===== config.mk =====
export PLATFORM = sky130hd
export DESIGN_NAME = resp_trans_thread
export DESIGN_NICKNAME = d
export VERILOG_FILES = /design/src/hdl/resp_trans_pkg.sv /design/src/hdl/resp_trans_thread.sv
export SDC_FILE = /design/constraint.sdc
export NUM_CORES = 1
export LEC_CHECK = 0
export ABC_AREA = 1
export BUFFER_PORTS_ARGS = -buffer_cell sky130_fd_sc_hd__buf_2
export CORE_AREA = 2 2 592 594
export CTS_BUF_LIST = sky130_fd_sc_hd__clkbuf_4 sky130_fd_sc_hd__clkbuf_8 sky130_fd_sc_hd__clkbuf_16
export CTS_CLUSTER_SIZE = 40
export DETAILED_ROUTE_END_ITERATION = 6
export DIE_AREA = 0 0 594 596
export PLACE_DENSITY = 0.3
export SLEW_MARGIN = 0
export SYNTH_ARGS = -nofsm -noshare
export SYNTH_HDL_FRONTEND = slang
export SYNTH_SLANG_ARGS = --single-unit

===== constraint.sdc =====
create_clock -name clk -period 27.1 [get_ports clk]
set_clock_uncertainty 0.2 [all_clocks]
set_input_delay 5.42 -clock clk [delete_from_list [all_inputs] [get_ports clk]]
set_output_delay 5.42 -clock clk [all_outputs]
set_load 0.05 [all_outputs]

===== src/hdl/resp_trans_pkg.sv =====
// response transmit path shared definitions
// widths, opcodes, buffer geometry, metadata and egress header layouts
package resp_trans_pkg;

    // one payload piece is a 512-bit beat
    localparam int PIECE_BYTES   = 64;

    // packet buffer geometry
    // slot count must stay a power of two
    localparam int SLOT_NUM      = 16;
    localparam int SLOT_NUM_LOG  = 4;

    // queue depths
    localparam int META_DEPTH    = 4;
    localparam int PAYLOAD_DEPTH = 8;

    // plain vector types
    typedef logic [511:0]            payload_t;
    typedef logic [SLOT_NUM_LOG-1:0] slot_idx_t;
    typedef logic [7:0]              piece_cnt_t;
    typedef logic [15:0]             pkt_len_t;
    typedef logic [23:0]             qpn_t;
    typedef logic [47:0]             mac_t;
    typedef logic [31:0]             ip_t;
    typedef logic [4:0]              opcode_t;

    // rc transport opcodes
    localparam opcode_t OP_READ_RESP_FIRST  = 5'd13;
    localparam opcode_t OP_READ_RESP_MIDDLE = 5'd14;
    localparam opcode_t OP_READ_RESP_LAST   = 5'd15;
    localparam opcode_t OP_READ_RESP_ONLY   = 5'd16;
    localparam opcode_t OP_ACKNOWLEDGE      = 5'd17;

    // 256-bit metadata record from the receive side
    // msb first, matches the legacy bus offsets
    typedef struct packed {
        // upper half of the legacy 32-bit length word
        logic [15:0] rsvd_len;
        pkt_len_t    pkt_length;
        ip_t         sip;
        ip_t         dip;
        mac_t        smac;
        mac_t        dmac;
        logic [2:0]  service_type;
        opcode_t     opcode;
        qpn_t        remote_qpn;
        // gap between the two qpn fields
        logic [7:0]  rsvd_qpn;
        qpn_t        local_qpn;
    } net_resp_meta_t;

    // egress header handed to the transport side
    // start_slot points at the first payload piece in the buffer
    typedef struct packed {
        pkt_len_t    pkt_length;
        slot_idx_t   start_slot;
        ip_t         sip;
        ip_t         dip;
        mac_t        smac;
        mac_t        dmac;
        qpn_t        remote_qpn;
        logic [2:0]  service_type;
        opcode_t     opcode;
        qpn_t        local_qpn;
    } pkt_meta_t;

    // transmit thread states
    typedef enum logic [1:0] {
        ST_IDLE,
        ST_JUDGE,
        ST_INSERT,
        ST_INJECT
    } thread_state_t;

endpackage

===== src/hdl/resp_trans_thread.sv =====
`timescale 1ns/1ps
// response transmit thread
// decodes response metadata, stores read payload in the packet buffer, issues egress headers
module resp_trans_thread (
    input  logic                           clk,
    input  logic                           rst,
    // metadata queue
    output logic                           meta_rd,
    input  logic                           meta_empty,
    input  resp_trans_pkg::net_resp_meta_t meta_dout,
    // payload queue
    output logic                           payload_rd,
    input  logic                           payload_empty,
    input  resp_trans_pkg::payload_t       payload_dout,
    // packet buffer insert port
    output logic                           insert_valid,
    output logic                           insert_start,
    output logic                           insert_last,
    output resp_trans_pkg::piece_cnt_t     insert_total,
    output resp_trans_pkg::payload_t       insert_data,
    input  logic                           insert_ready,
    input  logic                           insert_resp_valid,
    input  resp_trans_pkg::slot_idx_t      insert_resp_slot,
    // egress
    output logic                           egress_valid,
    output resp_trans_pkg::pkt_meta_t      egress_head,
    input  logic                           egress_ready
);

    import resp_trans_pkg::*;

    thread_state_t  state;
    thread_state_t  state_nxt;

    // captured record and per-packet bookkeeping
    net_resp_meta_t meta_q;
    piece_cnt_t     piece_left;
    piece_cnt_t     piece_total;
    slot_idx_t      start_slot;

    logic [16:0]    len_round;
    piece_cnt_t     piece_calc;
    logic           is_read_resp;
    logic           is_ack;
    logic           meta_take;
    logic           insert_fire;
    logic           egress_fire;

    // opcode decode on the captured record
    assign is_ack       = (meta_q.opcode == OP_ACKNOWLEDGE);
    assign is_read_resp = (meta_q.opcode == OP_READ_RESP_FIRST)  ||
                          (meta_q.opcode == OP_READ_RESP_MIDDLE) ||
                          (meta_q.opcode == OP_READ_RESP_LAST)   ||
                          (meta_q.opcode == OP_READ_RESP_ONLY);

    // ceil(length / 64)
    // extra bit keeps the rounding add from wrapping
    assign len_round  = {1'b0, meta_q.pkt_length} + 17'(PIECE_BYTES - 1);
    assign piece_calc = piece_cnt_t'(len_round / PIECE_BYTES);

    assign meta_take   = (state == ST_IDLE) && !meta_empty;
    assign insert_fire = insert_valid && insert_ready;
    assign egress_fire = egress_valid && egress_ready;

    always_ff @(posedge clk or posedge rst) begin
        if (rst) begin
            state <= ST_IDLE;
        end else begin
            state <= state_nxt;
        end
    end

    always_comb begin
        state_nxt = state;
        case (state)
            ST_IDLE: begin
                if (!meta_empty) begin
                    state_nxt = ST_JUDGE;
                end
            end
            ST_JUDGE: begin
                // ack and empty reads skip the buffer
                if (is_ack || (is_read_resp && piece_calc == '0)) begin
                    state_nxt = ST_INJECT;
                end else if (is_read_resp) begin
                    state_nxt = ST_INSERT;
                end else begin
                    // unknown opcode is dropped
                    state_nxt = ST_IDLE;
                end
            end
            ST_INSERT: begin
                if (insert_fire && insert_last) begin
                    state_nxt = ST_INJECT;
                end
            end
            ST_INJECT: begin
                if (egress_fire) begin
                    state_nxt = ST_IDLE;
                end
            end
            default: state_nxt = ST_IDLE;
        endcase
    end

    // record capture on the pop
    always_ff @(posedge clk) begin
        if (meta_take) begin
            meta_q <= meta_dout;
        end
    end

    // piece counters
    always_ff @(posedge clk or posedge rst) begin
        if (rst) begin
            piece_left  <= '0;
            piece_total <= '0;
        end else if (state == ST_JUDGE) begin
            piece_left  <= piece_calc;
            piece_total <= piece_calc;
        end else if (insert_fire) begin
            piece_left  <= piece_left - 1'b1;
        end
    end

    // first slot of the packet
    // cleared in judge so payload-free packets carry zero
    always_ff @(posedge clk or posedge rst) begin
        if (rst) begin
            start_slot <= '0;
        end else if (state == ST_JUDGE) begin
            start_slot <= '0;
        end else if (insert_resp_valid && insert_start) begin
            start_slot <= insert_resp_slot;
        end
    end

    assign meta_rd    = meta_take;
    // pop payload together with the accepted piece
    assign payload_rd = insert_fire;

    // insert port
    assign insert_valid = (state == ST_INSERT) && !payload_empty;
    assign insert_start = (piece_left == piece_total);
    assign insert_last  = (piece_left == piece_cnt_t'(1));
    assign insert_total = piece_total;
    assign insert_data  = payload_dout;

    // egress header straight from the held record
    assign egress_valid = (state == ST_INJECT);

    always_comb begin
        egress_head.pkt_length   = meta_q.pkt_length;
        egress_head.start_slot   = start_slot;
        egress_head.sip          = meta_q.sip;
        egress_head.dip          = meta_q.dip;
        egress_head.smac         = meta_q.smac;
        egress_head.dmac         = meta_q.dmac;
        egress_head.remote_qpn   = meta_q.remote_qpn;
        egress_head.service_type = meta_q.service_type;
        egress_head.opcode       = meta_q.opcode;
        egress_head.local_qpn    = meta_q.local_qpn;
    end

endmodule


==> Yosys cells after proc, flatten, opt, wreduce, memory -nomap -nowiden <==
Cells that the tools add are included.
{ "op_classes": {"n_addsub": 2, "n_eq_ne": 13, "n_mux": 10, "reduce_logical": 18} }
{ "ops": {"columns": ["operator", "n"], "rows": [
  ["2-to-1 mux 8 bit", 2],
  ["== test 5 x 4 -> 1 bit, second input constant", 3],
  ["adder 14 x 6 -> 14 bit, second input constant", 1],
  ["== test 5 bit, second input constant", 2],
  ["2-to-1 mux 2 bit", 5],
  ["== test 8 x 1 -> 1 bit, second input constant", 1],
  ["== test 8 bit", 1],
  ["zero test 8 bit", 1],
  ["2-to-1 mux 4 bit", 2],
  ["case mux 2 bit (4 select lines)", 1],
  ["subtractor 8 x 1 -> 8 bit, second input constant", 1],
  ["logical AND 1 bit", 7],
  ["== test 2 bit, second input constant", 2],
  ["logical OR 1 bit", 4],
  ["!= test 2 bit, second input constant", 2],
  ["nonzero test 2 bit", 2],
  ["AND reduction 3 bit", 1],
  ["== test 2 x 1 -> 1 bit, second input constant", 1],
  ["zero test 1 bit", 2],
  ["zero test 2 bit", 1],
  ["!= test 2 x 1 -> 1 bit, second input constant", 1]
]} }
{ "word_totals": {"reg_bits": 254, "input_bits": 779, "word_cells": 56} }

==> Longest topological paths before layout <==
{ "depth": {"depth_word": 8, "ltp_mapped": 12, "mapped_depth_nobuf": 11} }

==> Worst setup path before layout <==
Ideal clock, no wire load.
{ "synth_path": {"kind": "in2out", "start": "input port meta_empty", "end": "output port meta_rd", "arrival_time_ns": 22.003, "t_required_ns": 21.480, "path_slack_ns": -0.523, "stages": 1, "path_buffers": 0, "path_cell_list": "nor3_1"} }
{ "synth_between": {"elab_chain_len": 2} }
{ "synth_lines": {"columns": ["element", "line_no", "text"], "rows": [
  ["from (decl)", "resp_trans_thread.sv:9", "input logic meta_empty,"],
  ["zero test 1 bit", null, null],
  ["logical AND 1 bit", "resp_trans_thread.sv:61", "assign meta_take = (state == ST_IDLE) && !meta_empty;"],
  ["to (decl)", "resp_trans_thread.sv:8", "output logic meta_rd,"]
]} }
Every way passes these cells.

==> Final worst setup path <==
Ends and elaborated chain as after synthesis.

==> flow_summary.toml <==
[outcome]
status = "complete, no violations"

[setup_path]
start_kind = "input port"
path_class = "input port to primary output"
endpoint = "meta_rd"
worstPathRequired_ns = 21.48
worstRegToRegCells = 6
critical_path.endpoint_type = "primary output"
cp_max_fo = 33
worstPathArrival_ns = 6.42
rrSetupSlack_ns = 22.45
reg2reg_to = "egress_head[22]"
startpoint = "meta_empty"

[grt]
grt_pass1_wl_um = 201000
antenna_found_initial = 18
grt_overflow = 0
grt_max_degree = 56
grt_pass1_vias = 7832
gr-usage-all-layers_pct = 9.94

[layout]
final_cell_mix = "buf_2, edfxtp_1, nand2_1, clkbuf_16, inv_1"
layout.nets = 1763
area_growth_pct = 44.3
stdcell_area_um2 = 17800
layout_commonest_cell = "buf_2"
layout-drive-gt1-share_pct = 58.5

[route]
via_per_inst = 1.32
routed_wl_um = 183000
wire_per_inst_um = 32.7
vias = 7424
drc = 0
drtIter0Drc = 374
postRouteAntennaNets = 0
drt_pre_antenna_iters = 6

[synth]
syn_nets = 1747
yosys_most_used_dff = "edfxtp_1"
avgSynthCellArea_um2 = 12.8
ys_seq_area_share_pct = 60.8
yosysWarningCount = 0
yosys.area.top_type = "edfxtp_1"
synth_area_um2 = 12400
syn_inst = 966
synth-seq-cells = 254
yosysUniqueCellTypes = 33
ys_top_cells_by_area = "edfxtp_1, buf_4, dfrtp_1"
synth_top_area_share_pct = 56.4
synth-edff-count = 232
synthArstFlopShare_pct = 8.66

[sta]
slew_viol_final = 0
final.setup.tns_ns = 0
hold_viol = 0
timing.final.ws_setup_ns = 15.06
min_period_ns = 12.04
whs_ns = 0.274
rsz0062_at_grt = "false"
fmax_ghz = 0.0831
slew_headroom_pct = 42.9
setup_viol = 0
worst_pin_slew_ns = 0.857
finalCritPeriodShare_pct = 44.4

[power]
p_per_area_nw_per_um2 = 87.2
switching_share_pct = 43.8
irDropWorstVdd_mv = 0.0584
internal_power_uw = 874
p_leak_uw = 0.00549
p_seq_share_pct = 37.8
pwr-share-clk_pct = 28.4
p_switching_uw = 681
comb_power_share_pct = 33.8

[floorplanning]
rows = 217
die_h_um = 596
io-pin-count = 1541
coreArea_um2 = 348000
floorplan.initialDensity_pct = 3.55
dieWidth_um = 594
die_area_um2 = 354000

[cts]
root_buffer = "clkbuf_16"
cts_resized = 0
cts_sinks = 254
cts_made_buffers = 29
clk_pin_slew_ns = 0.06
cts_setup_buffers = 0
tritoncts = "done"
cts.path.max_buffers = 3
clock_latency_ns = 0.65
hold_buffers = 0
ctsHtreeMaxLevel = 1

[job]
drv_cap = 0

[placed_design]
dpl_worst_slack_ns = 15.05
gp_congestion = 0.943
io_buffers = 492
place_area_um2 = 16800
hpwlAfterDp_um = 175000

[worst_hold_path]
hp-class = "register to register"
-- layer usage --
layer  share of wire (%)  vias to the layer above  wire (µm)  track usage (%)
met1                 9.0                     3096      16500             2.51
li1                    -                     2731          -                -
met5                0.30                        -        542             1.00
met4                 2.5                       12       4640             2.26
met3                  33                      115      60900             15.3
met2                  55                     1470     101000             19.5
-- worst min path at each step --
stage / startpoint / to / slack (ns) / cells after the start
2_1_floorplan: piece_left[1] / piece_left[1] / 0.32 / 2
3_3_place_gp: start_slot[3] / start_slot[3] / 0.27 / 2
3_5_place_dp: start_slot[0] / start_slot[0] / 0.27 / 2
4_1_cts: start_slot[0] / start_slot[0] / 0.28 / 2
5_1_grt: start_slot[1] / start_slot[1] / 0.29 / 2
6_report: start_slot[0] / start_slot[0] / 0.27 / 2
-- Yosys cell counts (all sizes together) (2+ instances only) --
master,count
inv,37
nand2,73
buf,514
nand4,9
dfrtp,22
nor2,29
o211ai,3
a31oi,2
xor2,3
edfxtp,232
ha,2
a21oi,4
a22oi,2
nand3,13
o21ai,13
-- final cells by class --
type / instances / area (µm²)
well taps: 4599 / 5750
clock inverters: 23 / 290
flip-flops and latches: 254 / 7520
diodes: 5 / 12.5
repair buffers: 500 / 2520
fillers: 40900 / 330000
clock buffers: 31 / 741
multi-input cells: 160 / 856
inverters: 37 / 139
-- cell families after synthesis --
group	after synthesis	share of synthesized area, %
fa+ha+maj	2	0.202
buf+inv	552	32.4
simple gates	129	5.14
xor+xnor	3	0.213
flops	254	60.8
compound gates	26	1.24
-- flip-flops by register name (all words and copies together), names as in the netlist, named ones only --
register      flops
egress_head     232
insert_total      8
piece_left        8
start_slot        4
state             1
-- power by group through the flow --
stage	Sequential, µW	Combinational (µW)	Clock (µW)
detailed placement	598	543	0
CTS	592	544	463
global route	597	557	472
finish	587	525	442
global placement	599	546	0
floorplan	843	308	0
-- worst max-delay path, stage by stage --
cell and delay (ns):
buf_2 0.12, nor3_4 0.09, buf_4 0.42, buf_2 0.35
-- metrics by stage --
| stage | util, % | total power, µW | cells |
|---|---|---|---|
| after global routing | 5.12 | 1620 | 5604 |
| after floorplan | - | 1150 | 966 |
| after detailed placement | 4.83 | 1140 | 5550 |
| after global placement | 4.83 | 1150 | 5550 |
| final | 5.13 | 1550 | 5609 |
| after CTS | 5.12 | 1600 | 5604 |
Power figures use the tool's default switching activity.
