--- config.mk ---
export PLATFORM = sky130hd
export DESIGN_NAME = sync_fifo
export DESIGN_NICKNAME = d
export VERILOG_FILES = /design/src/hdl/sync_fifo.sv
export SDC_FILE = /design/constraint.sdc
export NUM_CORES = 1
export LEC_CHECK = 0
export BUFFER_PORTS_ARGS = -buffer_cell sky130_fd_sc_hd__buf_2
export CAP_MARGIN = 20
export CORE_MARGIN = 10
export CORE_UTILIZATION = 25
export DETAILED_ROUTE_END_ITERATION = 8
export GPL_ROUTABILITY_DRIVEN = 0
export PLACE_DENSITY = 0.53
export REMOVE_ABC_BUFFERS = 1
export SLEW_MARGIN = 20
export SYNTH_ARGS = -nofsm -noshare
export SYNTH_HDL_FRONTEND = slang
export SYNTH_SLANG_ARGS = --single-unit
--- constraint.sdc ---
create_clock -name clk -period 2.1 [get_ports clk]
set_clock_uncertainty 0.05 [all_clocks]
set_input_delay 0.42 -clock clk [delete_from_list [all_inputs] [get_ports clk]]
set_output_delay 0.42 -clock clk [all_outputs]
set_load 0.1 [all_outputs]
--- src/hdl/sync_fifo.sv ---
`timescale 1ns/1ps
// show-ahead synchronous fifo
// head entry sits on dout whenever empty is low
module sync_fifo #(
    parameter int WIDTH = 32,
    parameter int DEPTH = 4
) (
    input  logic             clk,
    input  logic             rst,
    input  logic             wr,
    input  logic [WIDTH-1:0] din,
    output logic             full,
    input  logic             rd,
    output logic [WIDTH-1:0] dout,
    output logic             empty
);

    localparam int PTR_W = (DEPTH > 1) ? $clog2(DEPTH) : 1;
    localparam int CNT_W = $clog2(DEPTH + 1);

    logic [WIDTH-1:0] mem [DEPTH];
    logic [PTR_W-1:0] wr_ptr;
    logic [PTR_W-1:0] rd_ptr;
    logic [CNT_W-1:0] count;
    logic             do_wr;
    logic             do_rd;

    // writes while full and reads while empty are dropped
    assign do_wr = wr && !full;
    assign do_rd = rd && !empty;

    assign full  = (count == CNT_W'(DEPTH));
    assign empty = (count == '0);
    assign dout  = mem[rd_ptr];

    // storage
    always_ff @(posedge clk) begin
        if (do_wr) begin
            mem[wr_ptr] <= din;
        end
    end

    // pointers wrap explicitly so any depth works
    always_ff @(posedge clk or posedge rst) begin
        if (rst) begin
            wr_ptr <= '0;
            rd_ptr <= '0;
            count  <= '0;
        end else begin
            if (do_wr) begin
                wr_ptr <= (wr_ptr == PTR_W'(DEPTH - 1)) ? '0 : wr_ptr + 1'b1;
            end
            if (do_rd) begin
                rd_ptr <= (rd_ptr == PTR_W'(DEPTH - 1)) ? '0 : rd_ptr + 1'b1;
            end
            // occupancy
            if (do_wr && !do_rd) begin
                count <= count + 1'b1;
            end else if (do_rd && !do_wr) begin
                count <= count - 1'b1;
            end
        end
    end

endmodule

### Word level (Yosys, flattened, before mapping)

Memory sizes are Yosys's and may differ from the RTL's.
Index checks and enable logic that the tools add are counted.

| storage, ports and cells | value |
|---|---|
| memories kept | 1 |
| register bits | 7 |
| RAM bits | 128 |
| word-level logic and storage cells | 27 |
| output and inout port bits | 34 |
| input bits | 36 |

Memory list:

| name | words | width | rd ports | clocked after Yosys merged registers in | wr ports | line | RTL |
|---|---|---|---|---|---|---|---|
| mem | 4 | 32 | 1 | 0 | 1 | 21 | `logic [WIDTH-1:0] mem [DEPTH];` |

| operators by class | value |
|---|---|
| reduce and logical (&&, ||, !) cells | 10 |
| mux-type cells | 6 |
| $add $sub $neg | 4 |
| equality and inequality tests | 3 |

Operators by type and width:

| operator | number |
|---|---|
| two-way mux 3 bit | 2 |
| adder 2 x 1 -> 2 bit, second input constant | 2 |
| equality test 2 bit, second input constant | 2 |
| logical AND 1 bit | 4 |
| zero test 1 bit | 4 |
| two-way mux 2 bit | 2 |
| adder 3 x 1 -> 3 bit, second input constant | 1 |
| equality test 3 bit, second input constant | 1 |
| zero test 3 bit | 1 |
| subtractor 3 x 1 -> 3 bit, second input constant | 1 |
| two-way mux 1 bit | 2 |
| nonzero test 2 bit | 1 |

### Longest topological paths before layout

Gate-level depths: netlist of run 1.

| logic depth | value |
|---|---|
| depth in word-level cells | 7 |
| gate-level depth with buffers | 9 |
| gate-level depth less buffers | 8 |

### Worst setup path before layout of run 1

No wires, ideal clock.

| path | value |
|---|---|
| kind | register -> register |
| start point | register count[0] |
| end point | register count[1] |
| setup time | 0.125 ns |
| arrival time | 2.930 ns |
| slack | -1.005 ns |
| path buffers | 1 |
| clock period less this slack | 3.105 ns |
| required time | 1.925 ns |
| stages on the path, launching flop included | 8 |
| cells stage by stage | dfrtp_1 nor3b_2 nor2b_1 buf_2 ha_1 inv_1 fa_1 mux2_2 |

| between the ends | value |
|---|---|
| cells in the longest elaborated chain, start to end | 6 |
| elaborated cells on any way between the ends | 15 |
| classes of those cells | add/sub: 2; eq/ne: 1; mux: 2; reduce/logical: 10 |

RTL lines:

| what | line | RTL |
|---|---|---|
| start, declared | 24 | `logic [CNT_W-1:0] count;` |
| start signal, assigned | 58 | `count <= count + 1'b1;` |
| start signal, assigned | 60 | `count <= count - 1'b1;` |
| equality test 3 bit (*) | 32 | `assign full = (count == CNT_W'(DEPTH));` |
| named net full | 12 | `output logic full,` |
| zero test 1 bit (*) | 29 | `assign do_wr = wr && !full;` |
| logical AND 1 bit (*) | 29 |  |
| named net do_wr | 25 | `logic do_wr;` |
| zero test 1 bit | 59 | `end else if (do_rd && !do_wr) begin` |
| logical AND 1 bit | 59 |  |
| nonzero test 2 bit (no line) | - |  |

Mark *: on every way through the listed nets, which the timed path passes. The rest lies on a longest branch. The select of a mux whose other input is x is not followed.
A chain may end at the register's enable or synchronous reset.

### Worst setup path in the final report of run 1

| path | value |
|---|---|
| start point | register rd_ptr[0] |
| end point | output port dout[6] |

| between the ends | value |
|---|---|
| cells in the longest elaborated chain, start to end | 1 |

RTL lines:

| what | line | RTL |
|---|---|---|
| start, declared | 23 | `logic [PTR_W-1:0] rd_ptr;` |
| start signal, assigned | 54 | `rd_ptr <= (rd_ptr == PTR_W'(DEPTH - 1)) ? '0 : rd_ptr + 1'b1;` |
| memory read (4 x 32 bit) | - |  |
| end, declared | 14 | `output logic [WIDTH-1:0] dout,` |

No other way between the ends.

==> run metrics, run 1 <==
status=finished, violations left; violated checks=setup timing; Tightest Pin Transition=0.324 ns; Worst Hold Class=in2reg; Final Cell Area=between 6000 and 7000 sq um; Vias=between 2,000 and 2,500; area grow syn2layout=31.7%; reg2reg setup slack=about 0.1 ns; Die Ht=about 160 um; flops & latches, synth=135; clk_lat worst skew=0.41 ns; cells along the critical path=buf_12, mux4_2, buf_6; Synth cell types=20; final hold vios=0; chip width=162 um; Worst path max stage delay=0.55 ns; post-synth top area share=75.9%; Max Cap Viol=0; drt wl/cell=17.8 um; RSZ-0062 raised after global routing=true; commonest non-fill, non-tap cell in the layout=edfxtp_1; CP endpoint kind=output pin; CP required=1.63 ns; post-synthesis sequential area ratio=around 79%; vias in the first global route=~2,600; slowest CP cell=mux4_2; H-Tree Depth=4; fin crit period=between 2 and 2.5 ns; CTS tree=done; row count=51; Final Slew Violations=0; wirelength, routed=10.3 mm; share of layout cells above drive strength 1=between 40% and 50%; Vias/cell=4.08; Yosys warning total=0; Initial Util=around 26%; drt first pass iters=4; Slew headroom=roughly 80%; Fillers=1,858; main area contributors after synthesis=edfxtp_1 (76%), mux4_2 (14%), dfrtp_1 (3.5%), ha_1 (1.5%), mux2_4 (0.59%); total gr overflow=0; f_max=0.440 GHz; Crit Path Max Fanout=13; io pins=70; Setup CP Type=reg2out; commonest non-fill, non-tap cells in the layout=edfxtp_1 (128), buf_2 (35), mux4_2 (32); DP HPWL=between 6 and 7 mm; Layout Nets=345; Hold Slack=about 0.18 ns; Setup WS post-layout=-0.173 ns; Num CTS Buffers=17; final setup vio count=32; Root Driver=clkbuf_16; first-pass GRT wire length=around 16 mm; clk slew on worst S/H paths=about 0.060 ns; Crit path arrival time=between 1.5 and 2 ns; Yosys top cell by area=edfxtp_1; WP buf/inv=2; Final ANT Viol Nets=0; Gate Count Post-Synth=just over 200; antenna cells=0; CTS sink count=135; Max Buffers Root-to-Sink=2; maximum number of pins on one net before global-route repair=25; antenna violations before repair=2; placed cell area=5930 sq um; critical path startpoint category=flop; DRT iter0 DRCs=slightly above 100; period utilization=108%; DRC Markers=0; cell area after synthesis=just over 5000 sq um; total track usage=under 10%; core box area=about 20,000 sq um; count of port buffers added during placement=just under 70; crit-path leading delay family=multiplexers; Synth Area per Inst=24.6 sq um; die footprint=26,300 sq um
per-layer routing:
| layer | vias to the layer above | GRT usage (%) | wire (um) |
|---|---|---|---|
| li1 | 1054 | - | - |
| met1 | 1238 | 8.82 | 4190 |
| met2 | 63 | 13.4 | 5280 |
| met3 | 10 | 4.12 | 735 |
| met4 | 0 | 3.10 | 123 |
| met5 | - | 0 | 0 |
flip-flops by register name, summed over array words and instances (netlist names):
name,cells
count,3
mem,128
rd_ptr,2
wr_ptr,2
final timing paths:
check	cells past startpoint	startpoint	endpoint
setup / recovery	3	rd_ptr[0]	dout[6]
hold / removal	1	din[16]	mem[2][16]
setup reg to reg	7	count[0]	count[2]
hold reg to reg	1	count[2]	count[2]
max in group asynchronous	3	rst	rd_ptr[0]
min in group asynchronous	3	rst	count[1]
worst register-to-register path: stages, from the launching register on:
cell	delay, ns
dfrtp_1	0.47
o31ai_4	0.30
ha_1	0.23
inv_1	0.06
fa_1	0.38
xor2_1	0.17
nor2_1	0.11
xor2_1	0.14
cell families (layout without fill, tap and decap cells):
logic type,after synthesis,count (layout),share of synthesized area (%)
mux,36,36,15.3
xor+xnor,3,3,0.519
simple gates,10,10,1.21
buf+inv,13,121,1.31
compound gates,2,2,0.396
flops,135,135,79.4
fa+ha+maj,7,7,1.88
area by class of cell:
cell class	instances	area [sq um]	share of cell area, %
inverter	4	15.0	0.225
multi-input combinational	58	992	14.9
clock inverter	10	58.8	0.882
tap	265	332	4.97
timing repair buffer	86	806	12.1
sequential	135	4020	60.3
clock buffer	21	440	6.61
cells in the mapped netlist, drive strengths merged:
cell / instances
xnor2: 1
clkbuf: 1
dfrtp: 7
a21o: 1
o31ai: 1
mux4: 32
buf: 8
edfxtp: 128
inv: 4
ha: 6
nor2: 2
nor2b: 1
nor3b: 1
fa: 1
mux2: 4
and2: 4
xor2: 2
nor3: 2
per-stage QoR:
step           utilization, %  std cells  setup TNS, ns  setup WS, ns
2_1_floorplan               -        197        -159.89         -1.18
5_1_grt                  33.8        579          -6.46        -0.244
6_report                 33.8        579          -4.10        -0.173
4_1_cts                  33.7        579          -5.91        -0.223
3_5_place_dp             30.1        546              0        0.0464
3_3_place_gp             30.1        546              0         0.112
repair_timing:
item                       4_1_cts  5_1_grt
setup endpoints to repair       32       34
buffers inserted                 1        0
hold buffers                     1        0
gates cloned                     0        0
hold endpoints to repair         7        0
resized for setup               62        6
Power of run 1 is left out: the tool's default activity adds up to more than one toggle a clock period on the data nets, which glitch-free logic cannot reach.
==> run 2, diff against run 1 <==
--- a/config.mk
+++ b/config.mk
@@ -13,6 +13,7 @@
 export GPL_ROUTABILITY_DRIVEN = 0
 export PLACE_DENSITY = 0.53
 export REMOVE_ABC_BUFFERS = 1
+export SETUP_SLACK_MARGIN = 0.2
 export SLEW_MARGIN = 20
 export SYNTH_ARGS = -nofsm -noshare
 export SYNTH_HDL_FRONTEND = slang
==> run metrics, run 2 (synthesized netlist as in run 1, its figures left out) <==
Final Slew Violations=0 (unchanged); CTS sink count=135 (unchanged); Max Cap Viol=0 (unchanged); met1 Usage GRT=8.98% (+0.15 points); final hold vios=0 (unchanged); Setup CP Type=reg2out; maximum number of pins on one net before global-route repair=25 (unchanged); core box area=19,700 sq um (unchanged); share of layout cells above drive strength 1=54.0% (+4.3 points); chip width=162 um (unchanged); total track usage=8.28% (+0.13 points); global route hottest layer=met2; violated checks=setup timing; DP HPWL=6.77 mm (unchanged); Slew headroom=79.2% (+0.85 points); io pins=70 (unchanged); Hold Slack=0.177 ns (-0.000757 ns); Tightest Pin Transition=0.311 ns (-0.0127 ns); antenna cells=0 (unchanged); antenna violations before repair=2 (unchanged); Initial Util=25.7% (unchanged); fin crit period=2.27 ns (+0.0000860 ns); first-pass GRT wire length=16.0 mm (+1.5%); worst slack at placement=0.0464 ns (unchanged); drt first pass iters=4 (unchanged); row count=51 (unchanged); Worst Hold Class=in2reg; count of port buffers added during placement=69 (unchanged); total gr overflow=0 (unchanged); Crit Path Max Fanout=13 (unchanged); Top reg by flops=mem; RSZ-0062 raised after global routing=true; Root Driver=clkbuf_16; vias in the first global route=2,665 (+1.6%); Layout Nets=359 (+4.1%); clk_lat worst skew=0.41 ns (about the same); f_max=0.440 GHz (about the same); Vias/cell=4.11 (+0.61%); Setup WS post-layout=-0.173 ns (-0.0000860 ns); critical path startpoint category=flop; Final ANT Viol Nets=0 (unchanged); Fin Setup TNS=-4.06 ns (+0.0356 ns); GR Util met2=13.6% (+0.26 points); wirelength, routed=10.8 mm (+4.8%); DRT iter0 DRCs=90 (-13%); commonest non-fill, non-tap cell in the layout=edfxtp_1; met3 Use GR=4.12% (unchanged); Vias=2,437 (+3.0%); H-Tree Depth=4 (unchanged); period utilization=108% (about the same); CTS tree=done; placed cell area=5930 sq um (unchanged); Top Registers=mem x128, count x3; clk slew on worst S/H paths=0.05 ns (about the same); Max Buffers Root-to-Sink=2 (unchanged); drt wl/cell=18.3 um (+2.4%); Crit path arrival time=1.80 ns (about the same); commonest non-fill, non-tap cells in the layout=edfxtp_1 (128), buf_6 (37), buf_2 (35); final setup vio count=32 (unchanged); Die Ht=162 um (unchanged); CP required=1.63 ns (about the same); status=finished, violations left; DRC Markers=0 (unchanged); die footprint=26,300 sq um (unchanged); Final Cell Area=6900 sq um (+3.5%); Num CTS Buffers=17 (unchanged); CP endpoint kind=output pin; Largest register FFs=128 (unchanged); area grow syn2layout=36.3%
==> run 2: cell types whose count changed in the layout (fill, tap and decap cells not counted), moves of 2 or more <==
cell / previous run / this run
and2_4: 0 / 3
clkbuf_16: 17 / 19
buf_12: 10 / 12
and2_2: 4 / 2
buf_4: 8 / 10
dfrtp_2: 2 / 5
dfrtp_1: 5 / 2
buf_6: 30 / 37
==> run 2: area by class of cell <==
cell class                      instances  area, sq um
Sequential cell                       135         4030
Tap cell                              265          332
Inverter                                4         15.0
Multi-Input combinational cell         59         1030
Fill cell                            1848        12800
Clock inverter                         10         58.8
Clock buffer                           21          440
Timing Repair Buffer                   99          997
==> run 2: worst paths after layout <==
kind / start / end / slack, ns / cells after the start
hold / removal: din[3] / mem[2][3] / 0.18 / 1
max in group asynchronous: rst / rd_ptr[0] / 1.29 / 3
hold reg to reg: wr_ptr[1] / wr_ptr[1] / 0.53 / 1
setup / recovery: rd_ptr[0] / dout[6] / -0.17 / 3
setup reg to reg: count[2] / count[2] / 0.11 / 8
min in group asynchronous: rst / count[1] / 0.45 / 3
==> run 2: through the flow <==
stage | util, % | std cells
2_1_floorplan | - | 197
3_3_place_gp | 30.1 | 546
3_5_place_dp | 30.1 | 546
4_1_cts | 34.2 | 585
5_1_grt | 35.0 | 593
6_report | 35.0 | 593
==> run 2: timing repair <==
item	CTS	global route
gates resized for setup	77	14
hold buffers	1	0
gates cloned	0	4
hold endpoints to repair	7	0
pin swaps	4	5
setup buffers	7	4
setup endpoints to repair	36	70
==> run 2: critical path, stage by stage (launching register included) <==
cell and delay [ns]:
dfrtp_2 0.44, buf_12 0.19, mux4_2 0.55, buf_6 0.21
==> run 2: layer usage <==
metal / share of wire, % / wire [um]
met4: 1.1 / 123
met5: 0 / 0
met3: 6.5 / 702
met1: 41 / 4480
met2: 51 / 5520
Power of run 2 is left out for the same reason.
